--- src/barrel_params.svh ---
// ######################################
// 800x600 at 60 Hz with a 40 MHz pixel clock
// colours are 12-bit rgb with 4 bits per channel
// ######################################

`ifndef BARREL_PARAMS_SVH
`define BARREL_PARAMS_SVH

// horizontal timing in pixels
`define H_ACTIVE 800
`define H_FRONT 40
`define H_SYNC 128
`define H_TOTAL 1056

// vertical timing in lines
`define V_ACTIVE 600
`define V_FRONT 1
`define V_SYNC 4
`define V_TOTAL 628

// sprite geometry, at most 16 barrels
`define BARREL_COUNT 5
`define BARREL_WIDTH 32
`define BARREL_HEIGHT 32

// scene colours and first ground row
`define GROUND_Y 480
`define COLOR_BLANK 12'h888
`define COLOR_SKY 12'h4AF
`define COLOR_GROUND 12'h630
`define COLOR_TRANSPARENT 12'h000

`endif

--- src/barrel_pkg.sv ---
// ######################################
// vector types shared by the scene RTL and its testbench
// ######################################

package barrel_pkg;

    // pixel coordinate wide enough for the whole 1056x628 raster
    typedef logic [10:0] coord_t;

    // 4 bits each of red, green and blue, red in the top nibble
    typedef logic [11:0] rgb_t;

    // sprite address with the row in the upper 5 bits
    // and the column in the lower 5 bits
    typedef logic [9:0] sprite_addr_t;

endpackage

--- src/draw_background.sv ---
// ######################################
// sky and ground fill, one clock of latency
// ######################################

`timescale 1ns/1ps

`include "barrel_params.svh"

module draw_background (
    input  logic               clk,
    input  logic               rst,
    input  barrel_pkg::coord_t in_hcount,
    input  barrel_pkg::coord_t in_vcount,
    input  logic               in_hsync,
    input  logic               in_vsync,
    input  logic               in_hblnk,
    input  logic               in_vblnk,
    output barrel_pkg::coord_t out_hcount,
    output barrel_pkg::coord_t out_vcount,
    output logic               out_hsync,
    output logic               out_vsync,
    output logic               out_hblnk,
    output logic               out_vblnk,
    output barrel_pkg::rgb_t   out_rgb
);

    import barrel_pkg::*;

    rgb_t rgb_nxt;

    always_comb begin
        if (in_hblnk || in_vblnk) begin
            rgb_nxt = `COLOR_BLANK;
        end else if (in_vcount >= `GROUND_Y) begin
            rgb_nxt = `COLOR_GROUND;
        end else begin
            rgb_nxt = `COLOR_SKY;
        end
    end

    always_ff @(posedge clk) begin
        if (rst) begin
            out_hcount <= '0;
            out_vcount <= '0;
            out_hsync  <= 1'b0;
            out_vsync  <= 1'b0;
            out_hblnk  <= 1'b0;
            out_vblnk  <= 1'b0;
            out_rgb    <= '0;
        end else begin
            out_hcount <= in_hcount;
            out_vcount <= in_vcount;
            out_hsync  <= in_hsync;
            out_vsync  <= in_vsync;
            out_hblnk  <= in_hblnk;
            out_vblnk  <= in_vblnk;
            out_rgb    <= rgb_nxt;
        end
    end

endmodule

--- config.mk ---
export PLATFORM = sky130hd
export DESIGN_NAME = draw_background
export DESIGN_NICKNAME = d
export VERILOG_FILES = /design/src/barrel_pkg.sv /design/src/draw_background.sv
export VERILOG_INCLUDE_DIRS = /design/src
export SDC_FILE = /design/constraint.sdc
export NUM_CORES = 1
export LEC_CHECK = 0
export ABC_AREA = 0
export BUFFER_PORTS_ARGS = -buffer_cell sky130_fd_sc_hd__buf_2
export CORE_AREA = 4 4 54 56
export DETAILED_ROUTE_END_ITERATION = 16
export DIE_AREA = 0 0 58 60
export GPL_ROUTABILITY_DRIVEN = 0
export PLACE_DENSITY_LB_ADDON = 0.25
export SKIP_CTS_REPAIR_TIMING = 1
export SYNTH_ARGS = -nofsm -noshare
export SYNTH_HDL_FRONTEND = slang
export SYNTH_SLANG_ARGS = --single-unit
--- constraint.sdc ---
create_clock -name clk -period 0.8 [get_ports clk]
set_input_delay 0.16 -clock clk [delete_from_list [all_inputs] [get_ports clk]]
set_output_delay 0.16 -clock clk [all_outputs]
set_load 0.01 [all_outputs]
* Word level (Yosys, flattened, before mapping)
Cells that the tools add are included.
Cells by class: multiplexer cells 2, order comparisons 1, reductions and logical operators 2
Operators by type and width (number):
- $mux W12 | 1
- $ge A11 B9 Y1 const B | 1
- $mux W10 | 1
- $reduce_or A2 Y1 | 1
- $logic_or A1 B1 Y1 | 1
Storage, ports and cells: flip-flop bits (word level) 38, input port bits 28, logic and storage cells 13, output and inout port bits 38

* Logic depth before layout (Yosys ltp)
Gate-level depths: netlist of run 1.
depth in word-level cells 3, depth in mapped cells 3, mapped depth without buffers 2

* Worst setup path after synthesis of run 1
No wires, ideal clock.
path type register -> output, start reg out_rgb[2] (netlist name), end out out_rgb[1], path buffers 1, stages on the path, launching flop included 2, setup slack 0.133 ns, data required time 0.640 ns, arrival 0.507 ns, path through dfxtp_1 > buf_4
RTL lines:
- end: declaration | line draw_background.sv:24 | output barrel_pkg::rgb_t out_rgb

==> summary by stage, run 1 <==
Run status
The run finished, with violations left. The checks that failed: negative setup slack.

Setup path
The count of buffer and inverter cells on the critical path is 1. For the worst setup path, the data arrival time is 0.78 ns. The slowest cell on the critical path is dfxtp_2.

The worst-path maximum fanout is 3. For the worst setup path, the data required time is 0.64 ns. On the worst path, the slowest cell contributes a delay of 0.33 ns.

In this run the number of cells on the critical path is 1. The cell class contributing the biggest share of worst-path delay is flip-flops. STA classifies the critical path startpoint as a flip-flop. The worst setup path category is reg -> out. The worst setup path is captured at an output pin.

The critical path goes through buf_2.

Synthesis
For this run, the register share of the synthesized area comes to 67.0%. The synthesized netlist occupies a cell area of 926 um2. Sorting the synthesized cells by how often they occur yields dfxtp_1, nor2b_1, buf_4. After Yosys synthesis, and, or, nand and nor cells account for 22.4% of the synthesized area. Counting flops and latches in the post-synthesis netlist gives 31. Yosys printed 0 warnings. The main flop type after synthesis is dfxtp_1. The adder-cell area share of the yosys netlist is 0%.

The number of synthesized flops with an enable pin is 0. The most common cell in the netlist is dfxtp_1. By area, the combinational part of the netlist is dominated by simple AND/OR/NAND/NOR gates. The cell type with the largest total area after synthesis is dfxtp_1.

Summing the areas of all compound-gate instances in the mapped netlist gives 2.16% of the synthesized area. The average cell area after synthesis is 12.0 um2. Measured against the total synthesized area, the mux share comes to 0%. The count of cell types in the netlist is 14. After synthesis, the largest area contributor takes up 67.0% of total cell area. The fraction of synthesized cell area in xor and xnor cells is 0%. The synthesized instance count is 77. In the synthesized netlist the async set-or-reset flop fraction comes to 0%.

By area the synthesized netlist is led by dfxtp_1, nor2b_1, buf_4, nor3_4, a21boi_2.

Power
Power comes to 0.00300 W. Summed over all cells, the static leakage comes to 0.704 nW. The ratio of total power to cell area is 2130 nW/um2.

VDD sags by at most 1.61 mV.

Finish
The layout has 220 filler cells. From synthesis to final layout, the design area changed by 52.0%. The area of all placed cells without fillers is 1410 um2. The number of nets at the end of the flow is 170.

Cells with a size suffix above 1 make up 63.6% of the layout. The number of antenna cells inserted is 0.

GRT
The number of antenna violations at the first check in global routing came to 0. The leftover overflow at the end of global routing is 0. The number of global-route vias before repair is 646. In the global route stage, overall resource usage came out at 11.5%. The first global-routing pass estimated 2.79 mm of wire. The largest net degree at the start of global routing is 10.

STA
The sum of negative setup slack is -4.23 ns. Setup violations remaining at the end of the flow were counted as 36. Setup repair after global routing could not meet its margin everywhere. The final critical path time including I/O delays and setup is 0.939 ns.

The final count of pins violating max slew is 0. The maximum clock rate is 1060 MHz. The worst path setup slack after routing is -0.139 ns.

Of the available clock period, the critical path in the final layout requires 117%. The final count of hold timing violations is 0.

Floorplan
The top-level I/O count is 66. The die outline area is 3480 um2. The row count is 18. The die boundary width is 58 um.

The placeable core region is 2430 um2. The effective utilization at floorplan is 38.1%. The die height is 60 um.

Clock network
The clock net in this run drives a total of 31 sinks. The level count of the clock H-tree is 2. The CTS clock-pin slew for the worst setup and hold paths is 0.09 ns. The CTS tree is yes.

The number of buffers inserted during clock tree synthesis is 5. No sink is reached through more buffers than the 2 on the longest clock path. The clock root buffer is clkbuf_4.

Job
The number of maximum-capacitance constraint violations is 0.

Placed design
After legalization and detailed placement, the total HPWL measured 1.49 mm. The count of input and output buffers is 63. The worst slack at placement is 0.0629 ns.

Summing all placed instances gives a cell area of 1240 um2.

Detailed routing
Dividing the detail-routed via count by the number of cells gives 4.02. Once detail routing completed, the nets flagged for antenna violations numbered 0. The detailed-route via count is 695. Before antenna repair, the detailed router went through 4 iterations. The number of design rule violations left after detail routing is 0. The post-detailed-routing wire length is 1.86 mm. In this run, the number of DRC markers left after iteration 0 of detailed routing was 16. The average wire length per cell after detail routing is 10.8 um.

Worst hold path
For hold timing, the worst endpoint is out_rgb[5]$_SDFF_PP0_. The count of cells along the worst hold path is 2. The type of the worst min-delay path is in -> reg. In this run the most critical hold path is launched from in_vblnk.
[cell usage in the layout, fill, tap and decap left out, types with 2 or more instances in the layout]
cell / netlist / layout
nor2b_1: 26 / 26
clkbuf_4: 0 / 5
buf_4: 7 / 4
conb_1: 1 / 2
buf_2: 1 / 50
nor2_1: 3 / 3
buf_6: 1 / 13
dfxtp_2: 0 / 15
clkbuf_8: 0 / 2
dfxtp_1: 31 / 16
[flip-flops by register name, summed over array words and instances (netlist names)]
| register | count |
|---|---|
| out_hblnk | 1 |
| out_vblnk | 1 |
| out_hcount | 11 |
| out_rgb | 5 |
| out_hsync | 1 |
| out_vsync | 1 |
| out_vcount | 11 |
[through the flow]
step	hold slack [ns]	utilization [%]	std cells
after CTS	0.0221	53.8	173
after detailed placement	0.374	50.9	165
final	0.0395	57.9	173
after global placement	0.367	50.9	165
after global routing	0.0213	57.9	173
after floorplan	0.232	-	78
[worst max path at each step]
| stage | start | to |
|---|---|---|
| 2_1_floorplan | out_rgb[2]$_SDFF_PP0_ | out_rgb[1] |
| 3_3_place_gp | in_vcount[8] | out_rgb[2]$_SDFF_PP0_ |
| 3_5_place_dp | in_vcount[8] | out_rgb[2]$_SDFF_PP0_ |
| 4_1_cts | out_rgb[2]$_SDFF_PP0_ | out_rgb[1] |
| 5_1_grt | out_rgb[7]$_SDFF_PP0_ | out_rgb[7] |
| 6_report | out_rgb[2]$_SDFF_PP0_ | out_rgb[1] |
[logic make-up after synthesis]
kind of cell,after synthesis
AND/OR/NAND/NOR,33
flip-flops,31
buffers and inverters,10
AO/OA/AOI/OAI,2
other,1
[power breakdown]
group	internal, W	switching (W)
Clock	0.000516	0.000476
Combinational	0.000201	0.000151
Sequential	0.00163	0.0000274
Total	0.00235	0.000655
[layer usage]
layer,global-route usage (%),wire length [um],part of all wire [%]
met1,11.8,681,37
met2,17.1,862,46
met3,6.26,270,14
met4,9.93,49,2.6
met5,0,0,0
[area by class of cell]
class	count	area [um2]	area share (%)
clock buffers	8	68.8	4.89
multi-input cells	37	235	16.7
repair buffers	67	427	30.3
well taps	30	37.5	2.67
flip-flops and latches	31	639	45.4
Note: power is estimated with default switching activity, not from simulation.
==> run 2, diff against run 1 <==
Settings changed: CORE_AREA 4 4 54 56 to 4 4 52 54, DIE_AREA 0 0 58 60 to 0 0 56 58, GPL_TIMING_DRIVEN set to 0.
Clock period 0.8 ns to 1.2 ns, I/O delays scaled along.
==> run 2 against run 1 <==
  * Sequential share of layout area rose by 0.81 points
  * Sequential power fell by 34%
  * Die area fell by 6.7%
  * The flow now finishes without violations
  * Clock-buffer cell count did not move
  * Critical endpoint is now out_rgb[2]
  * Total power fell by 34%
==> summary by stage, run 2 (synthesis results as in run 1) <==
Floorplan
The top-level I/O count was 66 (unchanged). The row count came to 17 (-1). The die height is 58 um (-3.3%). The die outline area is 3250 um2 (-6.7%).

The die boundary width came to 56 um (-3.4%). The effective utilization at floorplan is 41.9% (+3.8 points). The placeable core region came to 2210 um2 (-9.1%).

STA
The sum of negative setup slack is 0 ns (+4.23 ns). The final count of pins violating max slew was 0 (unchanged). The worst path needs 1.13 ns of the cycle, external delays included. Setup repair after global routing left no endpoint under its margin.

The worst hold-check slack is 0.119 ns (+0.0800 ns). The worst path setup slack after routing is 0.0651 ns (+0.204 ns). Static timing analysis puts the maximum clock frequency at 881 MHz.

The final count of hold timing violations is 0 (unchanged). The share of the clock period used by the worst path after layout is 94.6%. The final count of negative-setup-slack endpoints was 0 (-100%).

Placed design
The half-perimeter wire length after detailed placement is 1.54 mm (+3.0%). The area of placed instances is 1270 um2 (+2.9%). The total instance count after detailed placement was 168 (+1.8%). The worst slack at placement is 0.378 ns (+0.316 ns).

The count of input and output buffers came to 62 (-1.6%).

Detailed routing
The number of nets still failing antenna checks after routing is 0 (unchanged). The number of vias per cell after detailed routing is 4.11 (+2.4%). The detailed-route via count is 724 (+4.2%).

The detailed-router iteration count before antenna repair is 2 (-2). The number of design rule violations left after detail routing was 0 (unchanged). The post-detailed-routing wire length was 1.88 mm (+0.70%).

The average wire length per cell after detail routing is 10.7 um (-1.0%). The violation count after the first detailed-route iteration is 9 (-7).

Worst hold path
The count of cells along the worst hold path is 2 (unchanged). The launch instance of the worst min-delay path is in_hcount[5]. The type of the worst min-delay path is in -> reg.

Job
The number of maximum-capacitance constraint violations is 0 (unchanged).

Finish
The number of non-filler instances in the completed layout is 176 (+1.7%). The area of all placed cells without fillers was 1350 um2 (-4.4%). From synthesis to final layout, the design area changed by 45.3%. In the final layout, the registers with the most flip-flops are out_hcount x11, out_vcount x11, out_rgb x5.

Leaving out fill and tap cells, the most frequent cells in the layout are buf_2, dfxtp_1, nor2b_1. The share of cells above drive strength 1 came to 55.4% (-8.2 points). The most common library cell in the layout ignoring fill and taps is buf_2. The number of antenna cells inserted was 0 (unchanged). The number of nets at the end of the flow is 175 (+2.9%).

GRT
The number of global-route vias before repair was 696 (+7.7%). The leftover overflow at the end of global routing is 0 (unchanged). The global-route wire length before repair is 2.91 mm (+4.2%). The number of antenna violations at the first check in global routing is 0 (unchanged).

The overall track demand over capacity in global routing came to 12.5% (+0.94 points). The largest net degree at the start of global routing is 11 (+1).

Clock network
The number of buffers inserted during clock tree synthesis is 5 (unchanged). TritonCTS built the clock tree. The clock root buffer is clkbuf_4. The level count of the clock H-tree is 2 (unchanged). The number of buffers on the longest clock path is 2 (unchanged). The CTS clock-pin slew for the worst setup and hold paths is 0.09 ns (about the same). The clock sink count is 31 (unchanged).

Setup path
The origin of the worst setup path is out_rgb[2]$_SDFF_PP0_. The maximum cell stage delay along the critical path is 0.33 ns (about the same). The worst-path maximum fanout was 3 (unchanged). The startpoint class of the critical path is a flip-flop. The slowest cell on the critical path is dfxtp_2. The critical path arrival was 0.89 ns (+0.11 ns). The data required time at the worst endpoint is 0.96 ns (+0.32 ns). The signal on the critical path passes through buf_4 > buf_2. The worst setup path category is reg -> out.

The sort of element at the end of the critical path is an output pin.

Run status
The flow ran to the end, and the final reports show no timing, DRC or antenna violations.

Power
The total leakage power came to 0.710 nW (+0.84%). The worst supply voltage drop on vdd is 0.990 mV (-39%). The ratio of total power to cell area is 1470 nW/um2 (-31%).
run 2: changes by cell type in the layout (fill, tap and decap cells not counted):
cell / change
buf_4: +3
clkbuf_2: +1
dfxtp_1: +14
buf_6: -12
dfxtp_2: -14
buf_2: +13
run 2: stage by stage:
stage,power [W],utilization [%]
3_3_place_gp,0.00133,57.6
5_1_grt,0.00210,60.8
6_report,0.00198,60.8
3_5_place_dp,0.00134,57.6
4_1_cts,0.00201,60.7
2_1_floorplan,0.00123,-
run 2: path summary, 6_finish.rpt:
kind / endpoint / slack (ns)
worst max-delay path: out_rgb[2] / 0.07
worst min-delay path: out_hcount[5]$_SDFF_PP0_ / 0.12
run 2: routing by layer:
metal	global-route usage, %	up-vias	share of wire [%]
met4	6.10	0	2.5
met5	0	-	0
met1	10.3	307	33
met3	10.5	8	15
li1	-	369	-
met2	21.0	40	50
run 2: area by class of cell:
| type | count | area, um2 |
|---|---|---|
| plain buffers | 10 | 73.8 |
| clock buffers | 8 | 68.8 |
| fillers | 211 | 867 |
| multi-input cells | 37 | 235 |
| flip-flops and latches | 31 | 622 |
| well taps | 28 | 35.0 |
| repair buffers | 62 | 310 |
run 2: power by group:
part           switching (W)  total, W  leakage, nW  internal, W
sequential         0.0000122   0.00109        0.259      0.00108
combinational       0.000102  0.000216        0.413     0.000114
clock               0.000321  0.000665       0.0386     0.000344
total               0.000435   0.00198        0.710      0.00154
run 2: worst max-delay path: cells and delay by family, from the launching register on:
family / cells / cell delay, ns
buf+inv: 2 / 0.25
flops: 1 / 0.33
