===== src/barrel_params.svh =====
// ######################################
// 800x600 at 60 Hz with a 40 MHz pixel clock
// colours are 12-bit rgb with 4 bits per channel
// ######################################

`ifndef BARREL_PARAMS_SVH
`define BARREL_PARAMS_SVH

// horizontal timing in pixels
`define H_ACTIVE 800
`define H_FRONT 40
`define H_SYNC 128
`define H_TOTAL 1056

// vertical timing in lines
`define V_ACTIVE 600
`define V_FRONT 1
`define V_SYNC 4
`define V_TOTAL 628

// sprite geometry, at most 16 barrels
`define BARREL_COUNT 5
`define BARREL_WIDTH 32
`define BARREL_HEIGHT 32

// scene colours and first ground row
`define GROUND_Y 480
`define COLOR_BLANK 12'h888
`define COLOR_SKY 12'h4AF
`define COLOR_GROUND 12'h630
`define COLOR_TRANSPARENT 12'h000

`endif


===== src/barrel_pkg.sv =====
// ######################################
// vector types shared by the scene RTL and its testbench
// ######################################

package barrel_pkg;

    // pixel coordinate wide enough for the whole 1056x628 raster
    typedef logic [10:0] coord_t;

    // 4 bits each of red, green and blue, red in the top nibble
    typedef logic [11:0] rgb_t;

    // sprite address with the row in the upper 5 bits
    // and the column in the lower 5 bits
    typedef logic [9:0] sprite_addr_t;

endpackage


===== src/delay.sv =====
// ######################################
// fixed-length shift register, CLK_DEL must be 1 or more
// ######################################

`timescale 1ns/1ps

module delay #(
    parameter int WIDTH   = 8,
    parameter int CLK_DEL = 1
) (
    input  logic             clk,
    input  logic             rst,
    input  logic [WIDTH-1:0] din,
    output logic [WIDTH-1:0] dout
);

    // stage 0 takes din, the last stage drives dout
    logic [WIDTH-1:0] stage [CLK_DEL];

    always_ff @(posedge clk) begin
        if (rst) begin
            for (int i = 0; i < CLK_DEL; i++) begin
                stage[i] <= '0;
            end
        end else begin
            stage[0] <= din;
            for (int i = 1; i < CLK_DEL; i++) begin
                stage[i] <= stage[i-1];
            end
        end
    end

    assign dout = stage[CLK_DEL-1];

endmodule


===== src/draw_barrel.sv =====
// ######################################
// overlays up to 16 barrel sprites, highest index on top
// three clocks of latency, sprite ROM read takes one of them
// ######################################

`timescale 1ns/1ps

`include "barrel_params.svh"

module draw_barrel #(
    parameter int BARRELS = `BARREL_COUNT
) (
    input  logic                                 clk,
    input  logic                                 rst,
    input  logic                                 game_en,
    // high while an animation runs, barrels are hidden then
    input  logic                                 animation,
    input  logic               [BARRELS-1:0]     barrel,
    input  barrel_pkg::coord_t [BARRELS-1:0]     xpos,
    input  barrel_pkg::coord_t [BARRELS-1:0]     ypos,
    input  barrel_pkg::coord_t                   in_hcount,
    input  barrel_pkg::coord_t                   in_vcount,
    input  logic                                 in_hsync,
    input  logic                                 in_vsync,
    input  logic                                 in_hblnk,
    input  logic                                 in_vblnk,
    input  barrel_pkg::rgb_t                     in_rgb,
    output barrel_pkg::sprite_addr_t             sprite_addr,
    input  barrel_pkg::rgb_t                     sprite_rgb,
    output barrel_pkg::coord_t                   out_hcount,
    output barrel_pkg::coord_t                   out_vcount,
    output logic                                 out_hsync,
    output logic                                 out_vsync,
    output logic                                 out_hblnk,
    output logic                                 out_vblnk,
    output barrel_pkg::rgb_t                     out_rgb
);

    import barrel_pkg::*;

    localparam int BUNDLE_W = 2 * $bits(coord_t) + 4 + $bits(rgb_t);

    coord_t       hcount_d;
    coord_t       vcount_d;
    logic         hsync_d;
    logic         vsync_d;
    logic         hblnk_d;
    logic         vblnk_d;
    rgb_t         rgb_d;

    logic         hit_nxt;
    sprite_addr_t addr_nxt;
    logic         hit_q;
    logic         hit_d;
    rgb_t         rgb_nxt;

    // ######################################
    // bundle delay, lines up with the ROM output
    // ######################################

    delay #(
        .WIDTH   (BUNDLE_W),
        .CLK_DEL (2)
    ) u_delay (
        .clk,
        .rst,
        .din  ({in_hcount, in_vcount, in_hsync, in_vsync, in_hblnk, in_vblnk, in_rgb}),
        .dout ({hcount_d, vcount_d, hsync_d, vsync_d, hblnk_d, vblnk_d, rgb_d})
    );

    // ######################################
    // hit test and sprite address
    // ######################################

    // later barrels overwrite earlier ones so the highest index wins
    always_comb begin
        coord_t dx;
        coord_t dy;
        hit_nxt  = 1'b0;
        addr_nxt = sprite_addr;
        for (int i = 0; i < BARRELS; i++) begin
            dx = in_hcount - xpos[i];
            dy = in_vcount - ypos[i];
            if (barrel[i] &&
                (in_hcount >= xpos[i]) && (in_hcount < xpos[i] + `BARREL_WIDTH) &&
                (in_vcount >= ypos[i]) && (in_vcount < ypos[i] + `BARREL_HEIGHT)) begin
                hit_nxt  = 1'b1;
                addr_nxt = {dy[4:0], dx[4:0]};
            end
        end
    end

    always_ff @(posedge clk) begin
        if (rst) begin
            hit_q       <= 1'b0;
            hit_d       <= 1'b0;
            sprite_addr <= '0;
        end else begin
            hit_q       <= hit_nxt;
            hit_d       <= hit_q;
            sprite_addr <= addr_nxt;
        end
    end

    // ######################################
    // output stage
    // ######################################

    always_comb begin
        if (hblnk_d || vblnk_d) begin
            rgb_nxt = `COLOR_BLANK;
        end else if (hit_d && game_en && !animation && (sprite_rgb != `COLOR_TRANSPARENT)) begin
            rgb_nxt = sprite_rgb;
        end else begin
            rgb_nxt = rgb_d;
        end
    end

    always_ff @(posedge clk) begin
        if (rst) begin
            out_hcount <= '0;
            out_vcount <= '0;
            out_hsync  <= 1'b0;
            out_vsync  <= 1'b0;
            out_hblnk  <= 1'b0;
            out_vblnk  <= 1'b0;
            out_rgb    <= '0;
        end else begin
            out_hcount <= hcount_d;
            out_vcount <= vcount_d;
            out_hsync  <= hsync_d;
            out_vsync  <= vsync_d;
            out_hblnk  <= hblnk_d;
            out_vblnk  <= vblnk_d;
            out_rgb    <= rgb_nxt;
        end
    end

endmodule


===== config.mk =====
export PLATFORM = sky130hd
export DESIGN_NAME = draw_barrel
export DESIGN_NICKNAME = d
export VERILOG_FILES = /design/src/barrel_pkg.sv /design/src/delay.sv /design/src/draw_barrel.sv
export VERILOG_INCLUDE_DIRS = /design/src
export SDC_FILE = /design/constraint.sdc
export NUM_CORES = 1
export LEC_CHECK = 0
export ABC_AREA = 1
export BUFFER_PORTS_ARGS = -buffer_cell sky130_fd_sc_hd__buf_2
export CORE_AREA = 2 2 156 158
export DETAILED_ROUTE_END_ITERATION = 8
export DIE_AREA = 0 0 158 160
export SYNTH_ARGS = -nofsm -noshare
export SYNTH_HDL_FRONTEND = slang
export SYNTH_SLANG_ARGS = --single-unit

===== constraint.sdc =====
create_clock -name clk -period 4 [get_ports clk]
set_input_delay 0.4 -clock clk [delete_from_list [all_inputs] [get_ports clk]]
set_output_delay 0.4 -clock clk [all_outputs]
set_load 0.005 [all_outputs]

==> After elaboration in Yosys (flattened, before gate mapping) <==
Memories as Yosys holds them, arrays and structs flattened.
Index checks and enable logic that the tools add are counted.
{ "totals": {"memories": 1, "wordCells": 99, "reg_bits": 50, "inputBits": 169, "romBits": 0, "ramBits": 76, "latchBits": 0, "output_inout_bits": 48} }
{ "memory_table": {"columns": ["memory", "depth", "width", "rd", "rd_ports_with_merged_regs", "wr", "line_no", "text"], "rows": [
  ["u_delay.stage", 2, 38, 2, 0, 2, "delay.sv:18", "logic [WIDTH-1:0] stage [CLK_DEL];"]
]} }
{ "op_classes": {"div_mod_pow": 0, "n_eq_ne": 0, "bitwise_logic": 2, "muxes": 17, "addsub": 20, "n_reduce_logical": 28, "mul": 0, "order_cmp": 20, "shift": 0} }
{ "op_table": {"columns": ["cell", "count"], "rows": [
  ["11-bit by 6-bit adder with 12-bit output (second input constant)", 10],
  ["11-bit by 12-bit less-than comparator with 1-bit output", 10],
  ["11-bit greater-or-equal comparator", 10],
  ["38-bit two-way mux", 2],
  ["10-bit two-way mux", 5],
  ["5-bit subtractor", 10],
  ["12-bit two-way mux", 2],
  ["1-bit logical AND", 23],
  ["12-bit nonzero test", 1],
  ["1-bit two-way mux", 8],
  ["5-bit nonzero test", 1],
  ["1-bit OR", 2],
  ["2-bit OR reduction", 1],
  ["1-bit logical NOT", 1],
  ["1-bit logical OR", 1]
]} }

==> Logic depth before layout (Yosys ltp) <==
{ "logic_depth": {"ltp_word": 10, "depth_mapped": 29, "ltp_nobuf": 28} }

==> By module <==
From an unflattened synthesis, not the netlist that was laid out.
{ "unflattened": {"hier_cells": 1489, "area_unflattened_um2": 10476.3} }
{ "modules_own_cells": {"columns": ["module", "seq_area_each_um2", "instances", "area_each_um2", "cells_each"], "rows": [
  ["draw_barrel", 1001.0, 1, 8031.5, 1215],
  ["delay", 1521.5, 1, 2444.8, 274]
]} }

==> Least setup slack after synthesis <==
No wires, ideal clock.
{ "synth_timing": {"kind": "input port to flip-flop", "from": "input ypos[27] (netlist bit)", "to": "register sprite_addr[4]", "cell_stages": 25, "arrival_ns": 3.502, "required_time_ns": 3.891, "setup_ns": 0.109, "setup_slack_ns": 0.389, "path_buffers": 1, "path_cell_list": "ha_1 > nand3_1 > xor2_1 > ha_1 > a21o_1 > nand3_1 > nand2_1 > nor2_1 > nand2_1 > nor2_4 > nand3_4 > buf_6 > o21ai_1 > nand2_1 > o21ai_1 > a21oi_1 > ha_1 > fa_1 > o21ai_0 > xor2_1 > inv_1 > nand3_1 > nand3_1 > nand2_1 > inv_1"} }
{ "synth_via": {"elab_chain_cells": 6, "elab_cells_between_ends": 9, "classes_between": "add/sub (1); order compare (2); mux (3); reduce/logical (3)"} }
{ "synth_lines": {"columns": ["item", "line_no", "text"], "rows": [
  ["from (decl)", "draw_barrel.sv:20", "input barrel_pkg::coord_t [BARRELS-1:0] ypos,"],
  ["11-bit by 6-bit adder with 12-bit output (no line) / 11-bit greater-or-equal comparator (equally long branches)", null, null],
  ["11-bit by 12-bit less-than comparator with 1-bit output (no line) / 1-bit logical AND (equally long branches)", null, null],
  ["1-bit logical AND (*)", "draw_barrel.sv:84", "if (barrel[i] &&"],
  ["10-bit two-way mux (3 in a row)", "draw_barrel.sv:84", null],
  ["to (signal assigned)", "draw_barrel.sv:101", "sprite_addr <= addr_nxt;"],
  ["to (decl)", "draw_barrel.sv:28", "output barrel_pkg::sprite_addr_t sprite_addr,"]
]} }
Mark *: on every way between the ends. The rest lies on a longest branch, timed or not.
A chain may end at the register's enable or synchronous reset.

==> Worst setup path after layout <==
{ "layout_timing": {"from": "input xpos[27] (netlist bit)", "to": "register sprite_addr[9]"} }
{ "layout_via": {"elab_chain_cells": 8, "elab_cells_between_ends": 11, "classes_between": "add/sub (1); order compare (2); mux (3); reduce/logical (5)"} }
{ "layout_lines": {"columns": ["item", "line_no", "text"], "rows": [
  ["from (decl)", "draw_barrel.sv:19", "input barrel_pkg::coord_t [BARRELS-1:0] xpos,"],
  ["11-bit by 6-bit adder with 12-bit output (no line) / 11-bit greater-or-equal comparator (equally long branches)", null, null],
  ["11-bit by 12-bit less-than comparator with 1-bit output (no line) / 1-bit logical AND (equally long branches)", null, null],
  ["1-bit logical AND (*) (3 in a row)", "draw_barrel.sv:84", null],
  ["10-bit two-way mux (3 in a row)", "draw_barrel.sv:84", null]
]} }
Marked as above.

==> metrics.cfg <==
[pwr]
power_density_nw_per_um2=319
p_leak_nw=6.62
sw_frac_of_total_pct=31.9
combPwrFrac_pct=27.0
intPower_w=0.00262
pwr-share-clk_pct=38.2
power.net_switching_w=0.00123
power_frac_seq_pct=34.9
max-vdd-ir-drop_uv=309

[routing]
via_count=9273
drt_wl_total_mm=25.8
drtAntennaViolNets=0
routedWlPerCell_um=13.0
vias_per_cell=4.68
drtPass1Iterations=5
drc=0
dr.first_iter.drc_count=468

[cts]
worst_skew_pair.late_latency_ns=0.41
cts_tree=built
postCtsResizedCells=0
path_clk_slew_ns=0.06
numCtsBuffers=17
cts_setup_buffers=0
htreeDepth=4
cts_root_buf=clkbuf_16
cts_hold_buf=0
numClockSinks=126
clock_path_buffers=2

[cells_and_area]
stdcell_area_um2=12000
synthToLayoutAreaGrowth_pct=20.3
drive_above_1_share_pct=17.0
layout_common_cells=276 x inv_1, 233 x nand2_1, 215 x buf_2, 188 x ha_1, 183 x nor2_1
fin_util_pct=50.5
final_nets=2003
layout_commonest_cell=inv_1

[timing]
whs_ns=0.192
worst_pin_slew_ns=1.02
finalMaxSlewViolations=0
finalCriticalPeriod_ns=3.54
rsz0062_at_grt=false
fmax_mhz=283
min_period_over_period_pct=88.5
relSlewSlack_pct=32.2
finalHoldViolations=0
tns_ns=0
setup_viol=0
finClkSkew_ns=0.00761
fin_ws_ns=0.460

[outcome]
status=finished clean

[critical_path]
arrival_ns=3.84
crit_fanout=10
cp.required_ns=4.30
cp-start-kind=primary input
r2r_setup_slack_ns=2.56
crit_type=in -> reg
worstSetupEndpointType=register

[synthesis]
netlist_area_um2=10000
syn_avg_cell_area_um2=7.04
yosys-top-cells-area=dfxtp_1 25%, ha_1 24%, inv_1 10%
async_flop_share_pct=0
synth_seq_cells=126
yosysTopAreaCellShare_pct=25.2
ys_types=43
yosysWarnings=0
synth_edf_count=0
syn_inst=1421
ys.flop_type=dfxtp_1
ys_seq_area_share_pct=25.2
syn-num-nets=1780
yosys.area.top_type=dfxtp_1

[floorplanning]
die_area_um2=25300
rows=57
initial_core_util_pct=42.0
die_h_um=160
die_w_um=158
coreArea_um2=23800
io_pins=217

[placement]
dp_slack_ns=0.0341
gp_congestion=0.920
port_buffers=216
place_area_um2=11500
detailed_place_hpwl_mm=21.3

[job]
drv_cap=0

[global_routing]
grt_pass1_vias=8704
grt_util_all_layers_pct=20.3
antenna_found_initial=4
overflow=0
grt_start_max_net_pins=107
grt_pass1_wl_mm=41.0

[hold_path]
hold_class=in -> reg

-- area by class of cell --
| class | instances | area, um^2 |
|---|---|---|
| diodes | 1 | 2.50 |
| clock inverters | 15 | 153 |
| inverters | 282 | 1060 |
| fillers | 2463 | 11800 |
| flip-flops and latches | 126 | 2520 |
| well taps | 324 | 405 |
| repair buffers | 225 | 1150 |
| multi-input cells | 992 | 6320 |
| clock buffers | 17 | 425 |
-- flip-flops by register name (all words and copies together), names as in the netlist --
name,count
hit_d,1
out_vcount,11
out_hcount,11
out_vblnk,1
out_vsync,1
out_hblnk,1
hit_q,1
u_delay.stage,76
out_rgb,12
out_hsync,1
sprite_addr,10
-- cells in the mapped netlist (10+ instances only) --
master and n:
a21oi_1 96, clkbuf_1 14, dfxtp_1 126, ha_1 188
inv_1 276, nand2_1 233, nand3_1 64, nand4_1 35
nor2_1 183, nor3_1 21, o21a_1 10, o21ai_0 23
o21ai_1 27, xnor2_1 12, xor2_1 32
-- cell families after synthesis --
logic type               count (synthesis)  share of synthesized area, %
buffers and inverters                  303                          11.7
flip-flops                             126                          25.2
AO/OA/AOI/OAI                          192                          10.9
adder cells (fa/ha/maj)                190                          23.9
AND/OR/NAND/NOR                        566                          24.4
XOR/XNOR                                44                          3.85
-- path summary, 6_finish.rpt --
check / from / depth (start not counted) / to
hold reg to reg: u_delay.stage[0][7]$_SDFF_PP0_ / 2 / u_delay.stage[0][45]$_SDFF_PP0_
setup / recovery: xpos[27] / 26 / sprite_addr[9]$_SDFFE_PP0P_
hold / removal: in_rgb[5] / 3 / u_delay.stage[0][5]$_SDFF_PP0_
setup reg to reg: hit_d$_SDFF_PP0_ / 6 / out_rgb[3]$_SDFF_PP0_
-- worst max-delay path: stages --
cell,delay (ns)
buf_2,0.11
ha_1,0.21
nand2_1,0.08
o21ai_0,0.14
nand2_1,0.07
ha_1,0.29
a21o_1,0.18
nand3_1,0.07
nand2_1,0.05
inv_1,0.04
nand2_1,0.05
nor2_2,0.21
nand3_4,0.17
o21ai_1,0.19
nand2_1,0.07
o21ai_1,0.08
a21oi_1,0.08
ha_1,0.21
fa_1,0.40
o21ai_0,0.23
xor2_1,0.18
inv_1,0.07
nand3_1,0.07
nand2_1,0.05
nor2_1,0.10
nor2_1,0.04
-- power by group through the flow --
stage               clock network [W]  logic [W]  registers [W]
global route                  0.00155    0.00120        0.00135
global placement                    0    0.00102        0.00137
CTS                           0.00150    0.00104        0.00134
floorplan                           0   0.000680        0.00137
detailed placement                  0    0.00104        0.00137
finish                        0.00147    0.00104        0.00134
-- stage by stage --
step	power [W]	std cells
floorplan	0.00205	1421
global placement	0.00239	1949
detailed placement	0.00241	1949
CTS	0.00389	1981
global route	0.00410	1981
finish	0.00384	1982
-- layer usage --
layer / vias to the layer above / share of wire, % / global-route usage (%)
li1: 5031 / - / -
met1: 3981 / 46 / 25.5
met2: 208 / 46 / 35.1
met3: 49 / 4.2 / 2.66
met4: 4 / 3.0 / 7.49
met5: - / 0.10 / 0
(Power assumes the default switching activity.)
