[config.mk]
export PLATFORM = sky130hd
export DESIGN_NAME = vga_timing
export DESIGN_NICKNAME = d
export VERILOG_FILES = /design/src/barrel_pkg.sv /design/src/vga_timing.sv
export VERILOG_INCLUDE_DIRS = /design/src
export SDC_FILE = /design/constraint.sdc
export NUM_CORES = 1
export LEC_CHECK = 0
export BUFFER_PORTS_ARGS = -buffer_cell sky130_fd_sc_hd__buf_2
export CAP_MARGIN = 20
export CELL_PAD_IN_SITES_DETAIL_PLACEMENT = 1
export CELL_PAD_IN_SITES_GLOBAL_PLACEMENT = 1
export CORE_UTILIZATION = 35
export CTS_CLUSTER_DIAMETER = 150
export DETAILED_ROUTE_END_ITERATION = 7
export PLACE_DENSITY = 0.74
export SETUP_SLACK_MARGIN = 0.2
export SYNTH_ARGS = -nofsm -noshare
export SYNTH_HDL_FRONTEND = slang
export SYNTH_SLANG_ARGS = --single-unit
[constraint.sdc]
create_clock -name clk -period 3.1 [get_ports clk]
set_clock_uncertainty 0.05 [all_clocks]
set_input_delay 0.155 -clock clk [delete_from_list [all_inputs] [get_ports clk]]
set_output_delay 0.155 -clock clk [all_outputs]
set_load 0.005 [all_outputs]
[src/barrel_params.svh]
// ######################################
// 800x600 at 60 Hz with a 40 MHz pixel clock
// colours are 12-bit rgb with 4 bits per channel
// ######################################

`ifndef BARREL_PARAMS_SVH
`define BARREL_PARAMS_SVH

// horizontal timing in pixels
`define H_ACTIVE 800
`define H_FRONT 40
`define H_SYNC 128
`define H_TOTAL 1056

// vertical timing in lines
`define V_ACTIVE 600
`define V_FRONT 1
`define V_SYNC 4
`define V_TOTAL 628

// sprite geometry, at most 16 barrels
`define BARREL_COUNT 5
`define BARREL_WIDTH 32
`define BARREL_HEIGHT 32

// scene colours and first ground row
`define GROUND_Y 480
`define COLOR_BLANK 12'h888
`define COLOR_SKY 12'h4AF
`define COLOR_GROUND 12'h630
`define COLOR_TRANSPARENT 12'h000

`endif

[src/barrel_pkg.sv]
// ######################################
// vector types shared by the scene RTL and its testbench
// ######################################

package barrel_pkg;

    // pixel coordinate wide enough for the whole 1056x628 raster
    typedef logic [10:0] coord_t;

    // 4 bits each of red, green and blue, red in the top nibble
    typedef logic [11:0] rgb_t;

    // sprite address with the row in the upper 5 bits
    // and the column in the lower 5 bits
    typedef logic [9:0] sprite_addr_t;

endpackage

[src/vga_timing.sv]
// ######################################
// free-running 800x600 raster counters
// sync pulses are active high
// ######################################

`timescale 1ns/1ps

`include "barrel_params.svh"

module vga_timing (
    input  logic               clk,
    input  logic               rst,
    output barrel_pkg::coord_t hcount,
    output barrel_pkg::coord_t vcount,
    output logic               hsync,
    output logic               vsync,
    output logic               hblnk,
    output logic               vblnk
);

    import barrel_pkg::*;

    localparam int HSYNC_START = `H_ACTIVE + `H_FRONT;
    localparam int HSYNC_END   = `H_ACTIVE + `H_FRONT + `H_SYNC;
    localparam int VSYNC_START = `V_ACTIVE + `V_FRONT;
    localparam int VSYNC_END   = `V_ACTIVE + `V_FRONT + `V_SYNC;

    coord_t hcount_nxt;
    coord_t vcount_nxt;

    // next raster position, line advances on pixel wrap
    always_comb begin
        if (hcount == coord_t'(`H_TOTAL - 1)) begin
            hcount_nxt = '0;
            if (vcount == coord_t'(`V_TOTAL - 1)) begin
                vcount_nxt = '0;
            end else begin
                vcount_nxt = vcount + 1'b1;
            end
        end else begin
            hcount_nxt = hcount + 1'b1;
            vcount_nxt = vcount;
        end
    end

    // windows decoded from the next position so they line up with the counters
    always_ff @(posedge clk) begin
        if (rst) begin
            hcount <= '0;
            vcount <= '0;
            hsync  <= 1'b0;
            vsync  <= 1'b0;
            hblnk  <= 1'b0;
            vblnk  <= 1'b0;
        end else begin
            hcount <= hcount_nxt;
            vcount <= vcount_nxt;
            hblnk  <= (hcount_nxt >= `H_ACTIVE);
            vblnk  <= (vcount_nxt >= `V_ACTIVE);
            hsync  <= (hcount_nxt >= HSYNC_START) && (hcount_nxt < HSYNC_END);
            vsync  <= (vcount_nxt >= VSYNC_START) && (vcount_nxt < VSYNC_END);
        end
    end

endmodule

After elaboration in Yosys (flattened, before gate mapping). Index checks and enable logic that the tools add are counted.

Bits in registers: 26. Input bits: 2. Word-level logic and storage cells: 21.

$add $sub $neg: 2. Order comparisons: 6. Equality and inequality tests: 2. Mux-type cells: 3. Reduce and logical (&&, ||, !) cells: 2.

Operators with widths (number): $ge A11 B10 Y1 const B (4); $mux W11 (3); $add A11 B1 Y11 const B (2); $lt A11 B10 Y1 const B (2); $eq A11 B10 Y1 const B (1); $eq A11 B11 Y1 const B (1); $logic_and A1 B1 Y1 (2).

Longest topological paths before layout. Gate-level depths: netlist (run 1).

Word-level depth: 5. Depth in mapped cells: 9. Gate-level depth less buffers: 7.

Least setup slack after synthesis (run 1). Ideal clock, no wire load.

Path kind: register to register. Start point: reg hcount[7]. End point: reg vblnk. Setup time: 123 ps. Arrival time: 2204 ps. Path slack: 723 ps. Cell stages (with the launch flop): 9. Path buffers: 3. Period minus slack after synthesis: 2377 ps. Cell sequence: dfxtp_1 > buf_6 > or4_4 > or3_1 > buf_6 > buf_6 > a221o_1 > a311oi_1 > nor3_1.

Cells in the longest elaborated chain, start to end: 3.

RTL lines: start, declared (line vga_timing.sv:13) `output barrel_pkg::coord_t hcount,`; start signal, assigned (line vga_timing.sv:56) `hcount <= hcount_nxt;`; $eq A11 B11 Y1 (line vga_timing.sv:33) `` if (hcount == coord_t'(`H_TOTAL - 1)) begin ``; $mux W11 (line vga_timing.sv:33); $ge A11 B10 Y1 (no source line); end signal, assigned (line vga_timing.sv:59) `` vblnk <= (vcount_nxt >= `V_ACTIVE); ``; end, declared (line vga_timing.sv:18) `output logic vblnk`.

Every way passes these cells. A chain may end at the register's enable or synchronous reset.

Worst setup path in the final report (run 1).
Start point: reg hcount[0]. End point: reg vblnk.

Same word-level chain as after synthesis.

==> reports/metrics.csv, run 1 <==
stage,metric,value,unit
clock_network,deepest clock path buffer count,2,
synth,"Seq/Total Area, Yosys",32.2,%
critical_path,critical path data required time,3.20,ns
worst_hold_path,worst min path class,input port to register,
global_route,first-pass GRT wire length,6910,um
outcome,outcome,"complete, no violations",
sta,period utilization,86.1,%
clock_network,hold_buf cts,0,
critical_path,crit end category,register,
floorplan,IO Count,28,
cells_and_area,multi-input gate area in the final layout,963,um^2
routing,via count,1482,
routing,post-route antenna net violation count,0,
synth,Seq cells post-synth,26,
floorplan,Initial Util,36.9,%
synth,most common cell in the netlist,nor2_1,
synth,Cell variety after synth,51,
sta,Final min period,2.67,ns
floorplan,Row Count,24,
sta,Fin. Hold Viols,0,
synth,"EDFF count, synth",0,
power,P_leak,0.711,nW
critical_path,crit path kind,register to register,
routing,routed len/inst,15.1,um
placement,gpl congestion,0.886,
clock_network,clk_lat worst skew,0.28,ns
critical_path,Worst Path Max Fanout,17,
floorplan,overall die area,4890,um^2
synth,main area contributors after synthesis,"dfxtp_1 32%, nor2_1 6.3%, xor2_1 5.4%, xnor2_1 4.9%, nand3_1 3.7%",
routing,# DRC,0,
floorplan,Core ar.,4380,um^2
synth,Syn Nets,200,
synth,ys async rst share,0,%
sta,final setup violating endpoints,0,
flow_run,Max-cap violations,0,
clock_network,clk sinks,26,
clock_network,Post-CTS Resized,0,
cells_and_area,Fill cells,551,
placement,dpl hpwl,2940,um
power,VDD IR-drop max,0.151,mV
sta,Worst slew margin,67.3,%
cells_and_area,layout cells sized above 1,19.4,%
sta,setup tns final,0,ns
critical_path,CP Launch Type,register,
synth,largest area contributor in the netlist,dfxtp_1,
global_route,Tot GR Track Use,17.6,%
sta,minimum hold slack,0.262,ns
synth,cell area after synthesis,1620,um^2
routing,"wirelength, routed",4060,um
cells_and_area,area delta synth->final,10.4,%
clock_network,CTS Root Cell,clkbuf_8,
global_route,antenna violations before repair,0,
placement,PortBufs,27,
clock_network,H-tree depth,1,
synth,Avg Inst Size Synth,8.25,um^2
worst_hold_path,hold depth,2,
sta,highest clock rate,375,MHz
floorplan,Die W,70.0,um
global_route,largest net degree at the start of global routing,26,
global_route,number of global-route vias before repair,1354,
sta,RSZ-0062 raised after global routing,no,
synth,gate count of the mapped netlist,196,
global_route,total congestion overflow,0,
sta,Worst Max-Slew Pin Slew,0.491,ns
floorplan,Die Ht,70.0,um
clock_network,"Reg clk slew, reported paths",0.09,ns
clock_network,Num CTS Buffers,3,
critical_path,FF-to-FF setup slack,0.43,ns
cells_and_area,NumNets Final,222,
synth,Synth top area share,32.2,%
routing,DRT Pass-1 Iters,4,
sta,final-report max-slew violation count,0,
synth,Ys Warns,0,
routing,DRT iter0 DRCs,53,
clock_network,Post-CTS Setup Inserts,0,
power,Power Density,336,nW/um^2
clock_network,TritonCTS clock tree,built,
synth,ys flop type,dfxtp_1,
routing,DR vias/cell,5.51,
cells_and_area,n_diodes,0,
cells_and_area,FF+latch area,520,um^2
critical_path,critical path arrival,2.77,ns
critical_path,worst reg2reg path depth,7,
synth,Synth top cells by count,"27 x nor2_1, 26 x dfxtp_1, 12 x nand2_1, 12 x nand3_1",
[flip-flops by register name, indices dropped and copies added (netlist names)]
signal	flops
hblnk	1
hcount	11
vcount	11
hsync	1
vblnk	1
vsync	1
[layout make-up]
cell class | count | share of cell area (%)
Inverter | 4 | 0.842
Tap cell | 52 | 3.65
Multi-Input combinational cell | 152 | 54.0
Clock buffer | 4 | 3.09
Sequential cell | 26 | 29.2
Timing Repair Buffer | 31 | 9.26
[cells by family after synthesis]
logic type / count (synthesis) / share of synthesized area, %
AND/OR/NAND/NOR: 98 / 33.0
AO/OA/AOI/OAI: 31 / 13.2
flip-flops: 26 / 32.2
XOR/XNOR: 19 / 10.3
buffers and inverters: 18 / 8.51
multiplexers: 2 / 1.24
adder cells (fa/ha/maj): 2 / 1.55
[report_power, final]
group,internal (mW),switching (mW),leakage (nW)
logic,0.0114,0.0140,0.473
clock network,0.114,0.114,0.0288
registers,0.338,0.00771,0.210
total,0.464,0.135,0.711
[cells in the final DEF, fill, tap and decap left out, types with 4 or more instances in the layout]
cell,n
a21oi_1,7
a311oi_1,4
a31oi_1,4
and3_1,6
buf_2,27
buf_4,4
clkbuf_8,4
dfxtp_1,26
inv_1,4
nand2_1,12
nand3_1,12
nand4_1,5
nor2_1,27
nor3_1,10
o21ai_0,5
xnor2_1,9
xor2_1,10
[routing by layer]
metal  vias to the layer above  global-route usage (%)  part of all wire [%]
li1                        739                       -                     -
met1                       707                    26.7                    53
met2                        31                    25.6                    42
met3                         5                    1.73                   2.9
met4                         0                    6.44                   1.5
met5                         -                       0                     0
[path summary, 6_finish.rpt]
check | from | endpoint
setup / recovery | hcount[0] | vblnk
hold / removal | rst | vcount[7]
setup reg to reg | hcount[0] | vblnk
hold reg to reg | vcount[1] | vcount[1]
[worst max-delay path, cell delays in order (launching register included)]
cell and delay (ns):
dfxtp_1 0.46, ha_1 0.32, nand4_1 0.31, or3_4 0.57, nor4_4 0.33, xor2_1 0.14
a311oi_1 0.29, nor3_1 0.08
[metrics by stage]
stage          power [mW]  util, %  worst slack (ns)  area, um^2  instances
5_1_grt             0.626     40.7             0.208        1780        269
2_1_floorplan       0.371        -             0.723        1620        196
3_3_place_gp        0.379     39.3             0.467        1720        265
3_5_place_dp        0.379     39.3             0.327        1720        265
6_report            0.599     40.7             0.432        1780        269
4_1_cts             0.609     40.6             0.300        1780        269
Power figures use the tool's default switching activity.
==> run 2, diff against run 1 <==
--- a/config.mk
+++ b/config.mk
@@ -8,12 +8,12 @@
 export LEC_CHECK = 0
 export BUFFER_PORTS_ARGS = -buffer_cell sky130_fd_sc_hd__buf_2
 export CAP_MARGIN = 20
-export CELL_PAD_IN_SITES_DETAIL_PLACEMENT = 1
-export CELL_PAD_IN_SITES_GLOBAL_PLACEMENT = 1
-export CORE_UTILIZATION = 35
+export CELL_PAD_IN_SITES_DETAIL_PLACEMENT = 0
+export CELL_PAD_IN_SITES_GLOBAL_PLACEMENT = 2
+export CORE_UTILIZATION = 32
 export CTS_CLUSTER_DIAMETER = 150
 export DETAILED_ROUTE_END_ITERATION = 7
-export PLACE_DENSITY = 0.74
+export PLACE_DENSITY = 0.82
 export SETUP_SLACK_MARGIN = 0.2
 export SYNTH_ARGS = -nofsm -noshare
 export SYNTH_HDL_FRONTEND = slang
==> run 2 against run 1 <==
  * Die area increased by 9.1%
  * Critical endpoint is now vsync
  * Core utilization down 2.7 points
  * First-iteration DRC count rose by 34%
==> reports/metrics.csv, run 2 (synthesized netlist as in run 1, its figures left out) <==
stage,metric,value,unit,change
sta,period utilization,82.8,%,was 86.1%
global_route,number of global-route vias before repair,1335,,was 1354
routing,routed len/inst,13.5,um,was 15.1 um
cells_and_area,NumNets Final,224,,was 222
worst_hold_path,hold_sp,rst,,unchanged
floorplan,overall die area,5340,um^2,was 4890 um^2
clock_network,clk sinks,26,,unchanged
cells_and_area,Fill cells,518,,was 551
critical_path,crit path kind,register to register,,unchanged
clock_network,TritonCTS clock tree,built,,unchanged
routing,via count,1457,,was 1482
placement,gpl congestion,0.812,,was 0.886
global_route,largest net degree at the start of global routing,26,,unchanged
critical_path,Worst Path Max Fanout,17,,unchanged
cells_and_area,area delta synth->final,12.5,%,was 10.4%
critical_path,crit path buf inv count,0,,unchanged
critical_path,R2R Path Start,hcount[7],,was hcount[0]
floorplan,IO Count,28,,unchanged
routing,# DRC,0,,unchanged
critical_path,Worst path max stage delay,0.58,ns,was 0.57 ns
critical_path,Slowest cell on crit path,or4_4,,was or3_4
critical_path,FF-to-FF setup slack,0.53,ns,was 0.43 ns
global_route,total congestion overflow,0,,unchanged
sta,Worst Max-Slew Pin Slew,0.497,ns,was 0.491 ns
global_route,first-pass GRT wire length,6450,um,was 6910 um
critical_path,Worst Setup SP,hcount[7],,was hcount[0]
clock_network,deepest clock path buffer count,2,,unchanged
clock_network,CTS Root Cell,clkbuf_8,,unchanged
sta,Worst slew margin,66.9,%,was 67.3%
global_route,Tot GR Track Use,15.5,%,was 17.6%
power,Power Density,329,nW/um^2,was 336 nW/um^2
sta,Final min period,2.57,ns,was 2.67 ns
cells_and_area,"Core Util, Final",38.0,%,was 40.7%
sta,final-report max-slew violation count,0,,unchanged
clock_network,"Reg clk slew, reported paths",0.10,ns,was 0.09 ns
cells_and_area,n_diodes,0,,unchanged
sta,final setup violating endpoints,0,,unchanged
cells_and_area,layout cells sized above 1,20.1,%,was 19.4%
floorplan,Initial Util,33.8,%,was 36.9%
global_route,antenna violations before repair,0,,unchanged
critical_path,"CP delay by family, top",simple AND/OR/NAND/NOR gates,,unchanged
outcome,outcome,"complete, no violations",,unchanged
sta,RSZ-0062 raised after global routing,no,,unchanged
floorplan,Die W,73.1,um,was 70.0 um
placement,PortBufs,27,,unchanged
cells_and_area,most frequent cells in the layout,"27 x nor2_1, 27 x buf_2, 26 x dfxtp_1",,unchanged
critical_path,CP cell instances,or4_4 -> or3_4 -> nor2_1 -> a221oi_1 -> nor4_1 -> o2111a_1,,was ha_1 -> nand4_1 -> or3_4 -> nor4_4 -> xor2_1 -> a311oi_1 -> nor3_1
placement,dpl hpwl,2730,um,was 2940 um
clock_network,Num CTS Buffers,3,,unchanged
routing,DR vias/cell,5.09,,was 5.51
power,total power,0.598,mW,was 0.599 mW
floorplan,Core ar.,4790,um^2,was 4380 um^2
routing,DRT Pass-1 Iters,4,,unchanged
clock_network,H-tree depth,1,,unchanged
clock_network,hold_buf cts,0,,unchanged
sta,highest clock rate,389,MHz,was 375 MHz
critical_path,critical path arrival,2.74,ns,was 2.77 ns
power,P_leak,0.720,nW,was 0.711 nW
critical_path,crit end category,register,,unchanged
sta,Fin. Hold Viols,0,,unchanged
routing,DRT iter0 DRCs,71,,was 53
critical_path,critical path data required time,3.27,ns,was 3.20 ns
critical_path,CP Launch Type,register,,unchanged
flow_run,Max-cap violations,0,,unchanged
clock_network,clk_lat worst skew,0.27,ns,was 0.28 ns
floorplan,Row Count,25,,was 24
worst_hold_path,worst min path class,input port to register,,unchanged
routing,post-route antenna net violation count,0,,unchanged
floorplan,Die Ht,73.1,um,was 70.0 um
routing,"wirelength, routed",3850,um,was 4060 um
power,VDD IR-drop max,0.170,mV,was 0.151 mV
sta,setup tns final,0,ns,unchanged
cells_and_area,Largest regs,"hcount (11), vcount (11)",,unchanged
[run 2: what timing repair did]
action | 4_1_cts | 5_1_grt
hold endpoints to repair | 0 | 0
resized for setup | 0 | 1
setup endpoints to repair | 0 | 3
buffers inserted | 0 | 2
[run 2: metal layers]
| metal | vias up | share of wire, % | global-route usage (%) |
|---|---|---|---|
| met5 | - | 0 | 0 |
| met4 | 0 | 0.75 | 4.58 |
| met3 | 2 | 4.7 | 2.49 |
| met2 | 39 | 41 | 22.0 |
| met1 | 669 | 54 | 23.8 |
| li1 | 747 | - | - |
[run 2: worst paths after layout]
check / to / depth (start not counted)
worst max-delay path: vsync / 6
worst min register to register: vcount[1] / 2
worst min-delay path: vcount[7] / 2
worst max register to register: vsync / 6
[run 2: stage by stage]
| stage | worst slack [ns] | hold slack [ns] | area, um^2 | std cells |
|---|---|---|---|---|
| floorplan | 0.723 | 0.389 | 1620 | 196 |
| global placement | 0.457 | 0.473 | 1740 | 280 |
| detailed placement | 0.287 | 0.477 | 1740 | 280 |
| CTS | 0.253 | 0.278 | 1800 | 284 |
| global route | 0.266 | 0.298 | 1820 | 286 |
| finish | 0.533 | 0.272 | 1820 | 286 |
[run 2: layout make-up]
cell class                 instances  area (um^2)  share of cell area (%)
clock buffer                       4         55.1                    3.03
inverter                           4         15.0                   0.826
multi-input combinational        152          963                    53.0
timing repair buffer              33          180                    9.91
sequential                        26          520                    28.6
tap                               67         83.8                    4.61
[run 2: power by group]
group          internal (mW)  leakage (nW)  switching (mW)
clock                  0.114        0.0288           0.114
combinational         0.0113         0.481          0.0138
sequential             0.338         0.210         0.00651
total                  0.463         0.720           0.134
